<file path="config.mk">
export PLATFORM = sky130hd
export DESIGN_NAME = items_vld_top
export DESIGN_NICKNAME = d
export VERILOG_FILES = /design/src/items_pkg.sv /design/src/items_vld_top.sv /design/src/pipe_reg.sv /design/src/item_mask_gen.sv /design/src/frame_tracker.sv
export VERILOG_INCLUDE_DIRS = /design/src
export SDC_FILE = /design/constraint.sdc
export NUM_CORES = 1
export LEC_CHECK = 0
export ABC_CLOCK_PERIOD_IN_PS = 5700
export BUFFER_PORTS_ARGS = -buffer_cell sky130_fd_sc_hd__buf_2
export CAP_MARGIN = 10
export CORE_MARGIN = 2
export CORE_UTILIZATION = 55
export CTS_CLUSTER_DIAMETER = 50
export DETAILED_ROUTE_END_ITERATION = 7
export PLACE_DENSITY = 0.79
export SLEW_MARGIN = 20
export SYNTH_ARGS = -nofsm -noshare
export SYNTH_HDL_FRONTEND = slang
export SYNTH_HIERARCHICAL = 1
export SYNTH_SLANG_ARGS = --single-unit
</file>
<file path="constraint.sdc">
create_clock -name clk -period 5.7 [get_ports clk]
set_clock_uncertainty 0.1 [all_clocks]
set_input_delay 0.855 -clock clk [delete_from_list [all_inputs] [get_ports clk]]
set_output_delay 0.855 -clock clk [all_outputs]
set_load 0.03 [all_outputs]
</file>
<file path="src/items_defines.svh">
/*
 * Sizing macros shared by the item extractor RTL and its testbench.
 * Include wherever word, item or metadata widths are needed.
 */
`ifndef ITEMS_DEFINES_SVH
`define ITEMS_DEFINES_SVH

// Word geometry.
`define ITEMS    8
`define ITEM_W   8

// Metadata fields carried at sof.
`define OFFSET_W 8
`define LENGTH_W 8

// Item position inside a word, log2 of ITEMS.
`define POS_W    3

// Word index inside a frame.
`define WIDX_W   6

`endif
</file>
<file path="src/items_pkg.sv">
/*
 * Struct types for the frame stream and the two pipeline stages.
 * Import into any module that handles rx, tracked or item words.
 */
`include "items_defines.svh"

package items_pkg;

    // Captured once per frame, at sof.
    typedef struct packed {
        logic [`OFFSET_W-1:0] offset;
        logic [`LENGTH_W-1:0] length;
        logic                 enable;
    } items_meta_t;

    // Input word as seen on rx.
    typedef struct packed {
        logic [`ITEMS*`ITEM_W-1:0] data;
        logic                      sof;
        logic                      eof;
        logic [`POS_W-1:0]         eof_pos;
        items_meta_t               meta;
    } rx_word_t;

    // Stage 1 output, meta is the value valid for the whole frame.
    typedef struct packed {
        logic [`ITEMS*`ITEM_W-1:0] data;
        logic                      eof;
        logic [`POS_W-1:0]         eof_pos;
        logic [`WIDX_W-1:0]        word_idx;
        items_meta_t               meta;
    } tracked_word_t;

    // Output word with per-item masks.
    typedef struct packed {
        logic [`ITEMS*`ITEM_W-1:0] data;
        logic [`ITEMS-1:0]         vld_mask;
        logic [`ITEMS-1:0]         end_mask; // Last selected item.
    } item_word_t;

endpackage

</file>
<file path="src/items_vld_top.sv">
/*
 * Top level of the item extractor. rx words pass frame tracking, a
 * register, mask generation and a second register before tx, which
 * gives two cycles of latency at one word per cycle.
 */
`include "items_defines.svh"

module items_vld_top (
    input  logic                  clk,
    input  logic                  arst_n,
    input  items_pkg::rx_word_t   rx,
    input  logic                  rx_src_rdy,
    output logic                  rx_dst_rdy,
    output items_pkg::item_word_t tx,
    output logic                  tx_src_rdy,
    input  logic                  tx_dst_rdy
);
    import items_pkg::*;

    tracked_word_t trk_in;
    tracked_word_t trk_q;
    logic          trk_vld;
    logic          out_rdy;  // Back-pressure from the output register.
    item_word_t    item;
    logic          rx_accept;

    assign rx_accept = rx_src_rdy && rx_dst_rdy;

    frame_tracker u_tracker (
        .clk       (clk),
        .arst_n    (arst_n),
        .rx        (rx),
        .rx_accept (rx_accept),
        .trk       (trk_in)
    );

    pipe_reg #(.payload_t(tracked_word_t)) u_trk_reg (
        .clk       (clk),
        .arst_n    (arst_n),
        .in_data   (trk_in),
        .in_valid  (rx_src_rdy),
        .in_ready  (rx_dst_rdy),
        .out_data  (trk_q),
        .out_valid (trk_vld),
        .out_ready (out_rdy)
    );

    item_mask_gen u_mask_gen (
        .trk  (trk_q),
        .item (item)
    );

    pipe_reg #(.payload_t(item_word_t)) u_out_reg (
        .clk       (clk),
        .arst_n    (arst_n),
        .in_data   (item),
        .in_valid  (trk_vld),
        .in_ready  (out_rdy),
        .out_data  (tx),
        .out_valid (tx_src_rdy),
        .out_ready (tx_dst_rdy)
    );

endmodule

</file>
<file path="src/pipe_reg.sv">
/*
 * One-entry register slice with a src/dst ready handshake.
 * The payload type is a parameter, so one module serves every stage.
 */
`include "items_defines.svh"

module pipe_reg #(
    parameter type payload_t = logic
) (
    input  logic     clk,
    input  logic     arst_n,
    input  payload_t in_data,
    input  logic     in_valid,
    output logic     in_ready,
    output payload_t out_data,
    output logic     out_valid,
    input  logic     out_ready
);

    // Free when empty or when the held word leaves this cycle.
    assign in_ready = !out_valid || out_ready;

    always_ff @(posedge clk or negedge arst_n) begin
        if (!arst_n) begin
            out_valid <= 1'b0;
        end else if (in_ready) begin
            out_valid <= in_valid;
        end
    end

    always_ff @(posedge clk) begin
        if (in_valid && in_ready) begin
            out_data <= in_data;
        end
    end

endmodule

</file>
<file path="src/item_mask_gen.sv">
/*
 * Stage 2 of the extractor. Builds the per-item valid and end masks
 * from the word index, the frame metadata and eof_pos. Purely
 * combinational, the data passes through unchanged.
 */
`include "items_defines.svh"

module item_mask_gen (
    input  items_pkg::tracked_word_t trk,
    output items_pkg::item_word_t    item
);
    import items_pkg::*;

    // Wide enough for offset plus length and for any frame item index.
    localparam int IDX_W = `WIDX_W + `POS_W + 1;

    logic [IDX_W-1:0]  range_lo;
    logic [IDX_W-1:0]  range_hi;  // One past the last selected item.
    logic [IDX_W-1:0]  range_last;
    logic [IDX_W-1:0]  word_base;
    logic [`ITEMS-1:0] vld_bits;
    logic [`ITEMS-1:0] end_bits;

    assign range_lo   = IDX_W'(trk.meta.offset);
    assign range_hi   = IDX_W'(trk.meta.offset) + IDX_W'(trk.meta.length);
    assign range_last = range_hi - 1'b1;
    assign word_base  = IDX_W'(trk.word_idx) << `POS_W; // First item of this word.

    for (genvar i = 0; i < `ITEMS; i++) begin : g_item
        logic [IDX_W-1:0] idx;
        logic             in_frame;
        logic             in_range;

        assign idx      = word_base + IDX_W'(i);
        assign in_frame = !trk.eof || (`POS_W'(i) <= trk.eof_pos);
        assign in_range = (idx >= range_lo) && (idx < range_hi);

        assign vld_bits[i] = trk.meta.enable && in_frame && in_range;
        // A range cut short at eof has its last item invalid, so no mark.
        assign end_bits[i] = vld_bits[i] && (idx == range_last);
    end

    always_comb begin
        item.data     = trk.data;
        item.vld_mask = vld_bits;
        item.end_mask = end_bits;
    end

endmodule

</file>
<file path="src/frame_tracker.sv">
/*
 * Stage 1 of the extractor. Tracks the word index inside the current
 * frame and holds the metadata captured at sof, so that every word
 * leaves with its index and the frame's metadata attached.
 */
`include "items_defines.svh"

module frame_tracker (
    input  logic                     clk,
    input  logic                     arst_n,
    input  items_pkg::rx_word_t      rx,
    input  logic                     rx_accept,
    output items_pkg::tracked_word_t trk
);
    import items_pkg::*;

    logic [`WIDX_W-1:0] word_cnt;  // Index of the next non-sof word.
    logic [`WIDX_W-1:0] word_idx;
    items_meta_t        meta_q;

    // A sof word always starts the frame at index zero.
    assign word_idx = rx.sof ? '0 : word_cnt;

    always_ff @(posedge clk or negedge arst_n) begin
        if (!arst_n) begin
            word_cnt <= '0;
        end else if (rx_accept) begin
            if (rx.eof) begin
                word_cnt <= '0;
            end else if (word_idx != '1) begin
                word_cnt <= word_idx + 1'b1;
            end else begin
                word_cnt <= word_idx; // Saturate on very long frames.
            end
        end
    end

    always_ff @(posedge clk) begin
        if (rx_accept && rx.sof) begin
            meta_q <= rx.meta;
        end
    end

    always_comb begin
        trk.data     = rx.data;
        trk.eof      = rx.eof;
        trk.eof_pos  = rx.eof_pos;
        trk.word_idx = word_idx;
        // Held meta is not loaded yet on the sof word itself.
        trk.meta     = rx.sof ? rx.meta : meta_q;
    end

endmodule

</file>
==> impl_metrics.ini, run 1 <==
[outcome]
outcome = complete, no violations

[placed_design]
dpl.hpwl_mm = 11.1
place.gp.congestion = 0.903
portBuffers = 171

[synthesis]
yosys_warnings = 6
synth_edf_count = 188
syn_inst = 609
synth.distinct_cells = 76
synth_flop_cell = edfxtp_1
syn-num-nets = 720
synth_area_mm2 = 0.00890
ys_ff_latch = 196
ys_async_sr_fraction = 0.0408
ys_seq_area_frac = 0.657
syn_area_per_cell_um2 = 14.6

[cts]
clockBufferDepth = 2
cts_buffers = 17
clock-sinks = 196
clk_pin_slew_worst_paths_ps = 70
cts_setup_buffers = 0
cts_tree = done
cts_root_buf = clkbuf_16
clkLatencyLatePin_ps = 420
cts_resized = 0
cts_max_level = 4
hold_buffers = 0

[timing]
tns_ps = 0
finalSetupViolCount = 0
rsz0062_at_grt = no
fin_crit_sh = 0.791
maxSlewHeadroom = 0.303
worstMarginPinSlew_ps = 1050
fmax_mhz = 222
hold_violations = 0
min_period_ps = 4510
slew_viol_final = 0

[detailed_routing]
drc = 0
drtAntennaViolNets = 0
dr.first_iter.drc_count = 289
routed_wirelength_mm = 15.3
viasPerCell = 5.41
via_count = 4819
drt-pass1-iter-count = 5
wl_per_cell_um = 17.2

[critical_path]
critical_path.startpoint_type = register
cp_max_fo = 6
max_stage_delay_ps = 640
crit_path_frequent_cell = inv_1
r2r_end = u_out_reg/out_data[3]
reg2reg_slack_ps = 1190
reg2reg_from = u_trk_reg/out_data[9]
critPathArrivalTime_ps = 4630
critPathKind = register to register
r2r_cells = 14
cp.required_ps = 5820
crit_chain = ha_1 -> inv_1 -> fa_1 -> nand2b_1 -> a21oi_1 -> xor2_1 -> inv_1 -> ha_1 -> a21oi_1 -> inv_1 -> maj3_1 -> a2111oi_2 -> nand4_1 -> nor4_1
end_kind = register
slowest_stage = a2111oi_2

[floorplanning]
die_area_mm2 = 0.0172
ioPinCount = 172
start_util = 0.562
fp.dieW_um = 131
die_h_um = 131
placeableCoreArea_mm2 = 0.0158
rows = 46

[grt]
grt_max_degree = 81
grt_pass1_wl_mm = 24.7
track_usage = 0.183
grt_overflow = 0
grt_pass1_vias = 4854
antenna_found_initial = 0

[power_and_ir_drop]
p_leak_nw = 3.67
vdd_drop_max_mv = 0.205
power.density_mw_per_mm2 = 347

[layout]
final_nets = 773
utilization = 0.603
antenna_cells = 0
final_cell_mix = edfxtp_1 (188), buf_2 (171), inv_1 (22)
post_route_cells_drive_above_1_share = 0.357
fillerInstances = 1205
syn_to_final_growth_pct = 7.30
layout_commonest_cell = edfxtp_1

[min_path]
hp-class = input port to async pin

[job]
cap_violations = 0
==> sequential cells by signal, summed over array words and instances, names as in the netlist <==
| name | cells |
|---|---|
| u_out_reg/out_data | 80 |
| u_tracker/word_cnt | 6 |
| u_trk_reg/out_valid | 1 |
| u_out_reg/out_valid | 1 |
| u_tracker/meta_q | 17 |
| u_trk_reg/out_data | 91 |
==> through the flow <==
| step | instances | instance area (µm²) | setup slack, ps | hold WS (ps) | total power [mW] |
|---|---|---|---|---|---|
| floorplan | 609 | 8900 | 1760 | 390 | 2.16 |
| global placement | 859 | 8990 | 1530 | 300 | 2.22 |
| detailed placement | 859 | 8990 | 1270 | 305 | 2.25 |
| CTS | 891 | 9550 | 1260 | 153 | 3.35 |
| global route | 891 | 9550 | 915 | 151 | 3.46 |
| finish | 891 | 9550 | 1190 | 164 | 3.32 |
==> synthesized netlist by cell type (7+ instances only) <==
master,number,area share
nand2b_1,9,0.0063
edfxtp_1,188,0.63
nor2_1,16,0.0067
and2_1,7,0.0049
nand3_1,15,0.0084
ha_1,20,0.028
o21ai_0,9,0.0051
nor4_1,11,0.0077
nand2_1,17,0.0072
nor2b_1,9,0.0063
inv_1,22,0.0093
buf_4,133,0.11
a21oi_1,20,0.011
dfrtp_1,8,0.022
mux2_2,17,0.022
==> critical path, delay by kind of cell, from the launching register on <==
kind                     cells  cell delay, ps
adder cells (fa/ha/maj)      4            1420
AO/OA/AOI/OAI                3            1040
AND/OR/NAND/NOR              3             670
flip-flops                   1             400
buffers and inverters        3             230
XOR/XNOR                     1             440
==> per-layer routing <==
layer  routed length (µm)  GRT usage  vias to the layer above  share of wire
met2                 7400      0.299                      213           0.48
met4                  346     0.0785                        0          0.023
met3                 1180     0.0486                       29          0.077
met1                 6380      0.233                     2332           0.42
met5                    0          0                        -              0
li1                     -          -                     2245              -
==> report_power, final <==
part           switching [mW]  internal, mW  total [mW]
clock                   0.523         0.575        1.10
combinational           0.330         0.158       0.488
sequential             0.0336          1.70        1.73
==> worst max-delay path by stage <==
stage	slack (ps)	from	depth (start not counted)	end
floorplan	1760	u_trk_reg/out_data[9]	14	u_out_reg/out_data[12]
global placement	1530	u_trk_reg/out_data[9]	14	u_out_reg/out_data[12]
detailed placement	1270	u_trk_reg/out_data[9]	14	u_out_reg/out_data[3]
CTS	1260	u_trk_reg/out_data[9]	14	u_out_reg/out_data[3]
global route	910	u_trk_reg/out_data[9]	14	u_out_reg/out_data[3]
finish	1190	u_trk_reg/out_data[9]	14	u_out_reg/out_data[3]
==> cells by family after synthesis <==
| logic type | count (synthesis) | share of synthesized area |
|---|---|---|
| flip-flops | 196 | 0.657 |
| buffers and inverters | 160 | 0.126 |
| AND/OR/NAND/NOR | 121 | 0.0804 |
| AO/OA/AOI/OAI | 80 | 0.0685 |
| adder cells (fa/ha/maj) | 24 | 0.0337 |
| multiplexers | 21 | 0.0264 |
| XOR/XNOR | 7 | 0.00773 |
==> final cells by class <==
| type | instances | area, µm² | share of cell area |
|---|---|---|---|
| clock buffers | 19 | 433 | 0.0453 |
| multi-input cells | 253 | 1930 | 0.202 |
| inverters | 22 | 82.6 | 0.00865 |
| flip-flops and latches | 196 | 5850 | 0.612 |
| clock inverters | 13 | 124 | 0.0130 |
| repair buffers | 172 | 863 | 0.0904 |
| well taps | 216 | 270 | 0.0283 |
Note: power is estimated with default switching activity, not from simulation.
==> run 2: changes to the inputs <==
--- a/config.mk
+++ b/config.mk
@@ -6,14 +6,14 @@
 export SDC_FILE = /design/constraint.sdc
 export NUM_CORES = 1
 export LEC_CHECK = 0
-export ABC_CLOCK_PERIOD_IN_PS = 5700
+export ABC_CLOCK_PERIOD_IN_PS = 3850
 export BUFFER_PORTS_ARGS = -buffer_cell sky130_fd_sc_hd__buf_2
 export CAP_MARGIN = 10
 export CORE_MARGIN = 2
-export CORE_UTILIZATION = 55
+export CORE_UTILIZATION = 50
 export CTS_CLUSTER_DIAMETER = 50
 export DETAILED_ROUTE_END_ITERATION = 7
-export PLACE_DENSITY = 0.79
+export PLACE_DENSITY = 0.76
 export SLEW_MARGIN = 20
 export SYNTH_ARGS = -nofsm -noshare
 export SYNTH_HDL_FRONTEND = slang
==> constraint.sdc (replaced) <==
create_clock -name clk -period 3.85 [get_ports clk]
set_clock_uncertainty 0.1 [all_clocks]
set_input_delay 0.5775 -clock clk [delete_from_list [all_inputs] [get_ports clk]]
set_output_delay 0.5775 -clock clk [all_outputs]
set_load 0.03 [all_outputs]
==> run 2 against run 1 <==
Effect of this change: utilization shrank 3.4 points; hold slack improved by 59 ps; routed wire length up 8.0%; sequential share of layout area is 2.0 points lower; critical endpoint is now u_out_reg/out_data[4]; cell count rose by 3.3%; design area rose by 3.4%; fmax is 23% higher; worst setup slack worse by 1000 ps; clock-buffer cell count decreased by 1.
==> impl_metrics.ini, run 2 (synthesis results as in run 1) <==
[layout]
layout_commonest_cell = edfxtp_1
final_nets = 793
regMostFlops = u_trk_reg/out_data
multi_input_area_mm2 = 0.00204
fillerInstances = 1330
post_route_cells_drive_above_1_share = 0.400
final_cell_mix = edfxtp_1 (188), buf_2 (171), inv_1 (21)
largestRegisters = u_trk_reg/out_data x91, u_out_reg/out_data x80, u_tracker/meta_q x17
antenna_cells = 0
syn_to_final_growth_pct = 11.0
area.sequential_mm2 = 0.00585
utilization = 0.569
largest_reg_flops = 91

[detailed_routing]
wl_per_cell_um = 18.0
drtAntennaViolNets = 0
via_count = 4831
dr.first_iter.drc_count = 281
drc = 0
wl_met2_mm = 7.98
drt-met1-wl_mm = 7.10
drt-pass1-iter-count = 5
routed_wirelength_mm = 16.5
route.met3.wl_mm = 1.14
viasPerCell = 5.25
highest_layer = met4

[timing]
hold_ws_ps = 223
maxSlewHeadroom = 0.480
tns_ps = 0
slew_viol_final = 0
fin_crit_sh = 0.953
worstMarginPinSlew_ps = 779
fmax_mhz = 272
hold_violations = 0
min_period_ps = 3670
finalSetupViolCount = 0

[floorplanning]
rows = 48
fp.dieW_um = 137
ioPinCount = 172
die_h_um = 137
start_util = 0.513
placeableCoreArea_mm2 = 0.0174
die_area_mm2 = 0.0189

[cts]
clockBufferDepth = 2
cts_tree = done
cts_max_level = 4
clk_pin_slew_worst_paths_ps = 70
cts_root_buf = clkbuf_16
clkLatencyLatePin_ps = 430
clock-sinks = 196
cts_buffers = 17

[grt]
grt_overflow = 0
antenna_found_initial = 0
grt_pass1_wl_mm = 25.2
grt_pass1_vias = 4824
grt_max_degree = 81
track_usage = 0.178

[power_and_ir_drop]
p_leak_nw = 3.80
seqPwrFrac = 0.506
sw_frac_of_total = 0.278
clock_power_share = 0.334
power.density_mw_per_mm2 = 513
p_switching_mw = 1.41
combPwrFrac = 0.160
vdd_drop_max_mv = 0.384
p_int_mw = 3.66
finalPower_mw = 5.07

[critical_path]
crit_path_frequent_cell = buf_4
critPathKind = register to register
cp_max_fo = 4
slowest_stage = edfxtp_1
critPathArrivalTime_ps = 3800
max_stage_delay_ps = 360
end_kind = register
critical_path.startpoint_type = register
cp.required_ps = 3980
crit_chain = ha_2 -> inv_1 -> fa_2 -> nand2b_4 -> buf_4 -> a211oi_4 -> o211ai_1 -> and2_1 -> ha_1 -> nand2_1 -> nand3b_1 -> buf_4 -> a2111oi_4 -> buf_4 -> nand4_1 -> nor4_1

[job]
cap_violations = 0

[placed_design]
place.gp.congestion = 0.915
portBuffers = 171
dpl.hpwl_mm = 12.0

[min_path]
hp-class = input port to register

[outcome]
outcome = complete, no violations
## run 2: cell count changes in the layout (fill, tap and decap cells not counted), sizes merged
cell and change:
inv +1, dlygate4sd3 +1, clkbuf -1, buf +19
clkinv -2, clkinvlp +2
## run 2: timing repair
action / CTS / global route
pin swaps: 0 / 3
buffers inserted: 0 / 3
hold endpoints to repair: 8 / 0
hold buffers: 1 / 0
resized for setup: 1 / 19
setup endpoints to repair: 2 / 14
## run 2: per-stage QoR
step	instance area [µm²]	setup WS [ps]	instances
3_3_place_gp	9140	158	883
3_5_place_dp	9140	6.74	883
5_1_grt	9880	-21.4	920
2_1_floorplan	8910	-24.0	609
6_report	9880	180	920
4_1_cts	9720	19.1	916
## run 2: worst paths after layout
path | startpoint | to | slack [ps] | cells past startpoint
setup / recovery | u_trk_reg/out_data[9] | u_out_reg/out_data[4] | 180 | 16
hold / removal | rx[57] | u_trk_reg/out_data[62] | 220 | 1
setup reg to reg | u_trk_reg/out_data[9] | u_out_reg/out_data[4] | 180 | 16
hold reg to reg | u_trk_reg/out_data[86] | u_out_reg/out_data[75] | 320 | 0
max in group asynchronous | arst_n | u_tracker/word_cnt[4] | 3060 | 2
min in group asynchronous | arst_n | u_out_reg/out_valid | 420 | 2
## run 2: worst max-delay path, delay by kind of cell, from the launching register on
kind | cells | cell delay, ps
and+or+nand+nor | 6 | 860
DFF | 1 | 360
buffers and inverters | 4 | 560
AOI/OAI and AO/OA | 3 | 750
adders and majority gates | 3 | 850
## run 2: layout make-up
| type | count | area share |
|---|---|---|
| Clock buffer | 18 | 0.0435 |
| Clock inverter | 14 | 0.0147 |
| Inverter | 22 | 0.00836 |
| Multi-Input combinational cell | 253 | 0.207 |
| Sequential cell | 196 | 0.592 |
| Tap cell | 225 | 0.0285 |
| Timing Repair Buffer | 192 | 0.106 |
## run 2: power by group through the flow
stage / Sequential (mW) / Combinational [mW] / Clock, mW
4_1_cts: 2.57 / 0.766 / 1.73
3_5_place_dp: 2.62 / 0.760 / 0
2_1_floorplan: 2.73 / 0.468 / 0
6_report: 2.57 / 0.811 / 1.69
5_1_grt: 2.58 / 0.883 / 1.82
3_3_place_gp: 2.61 / 0.749 / 0
## run 2: routing by layer
metal	GRT usage	vias up
met1	0.229	2313
met4	0.0590	0
met2	0.294	193
met5	0	-
li1	-	2293
met3	0.0493	32
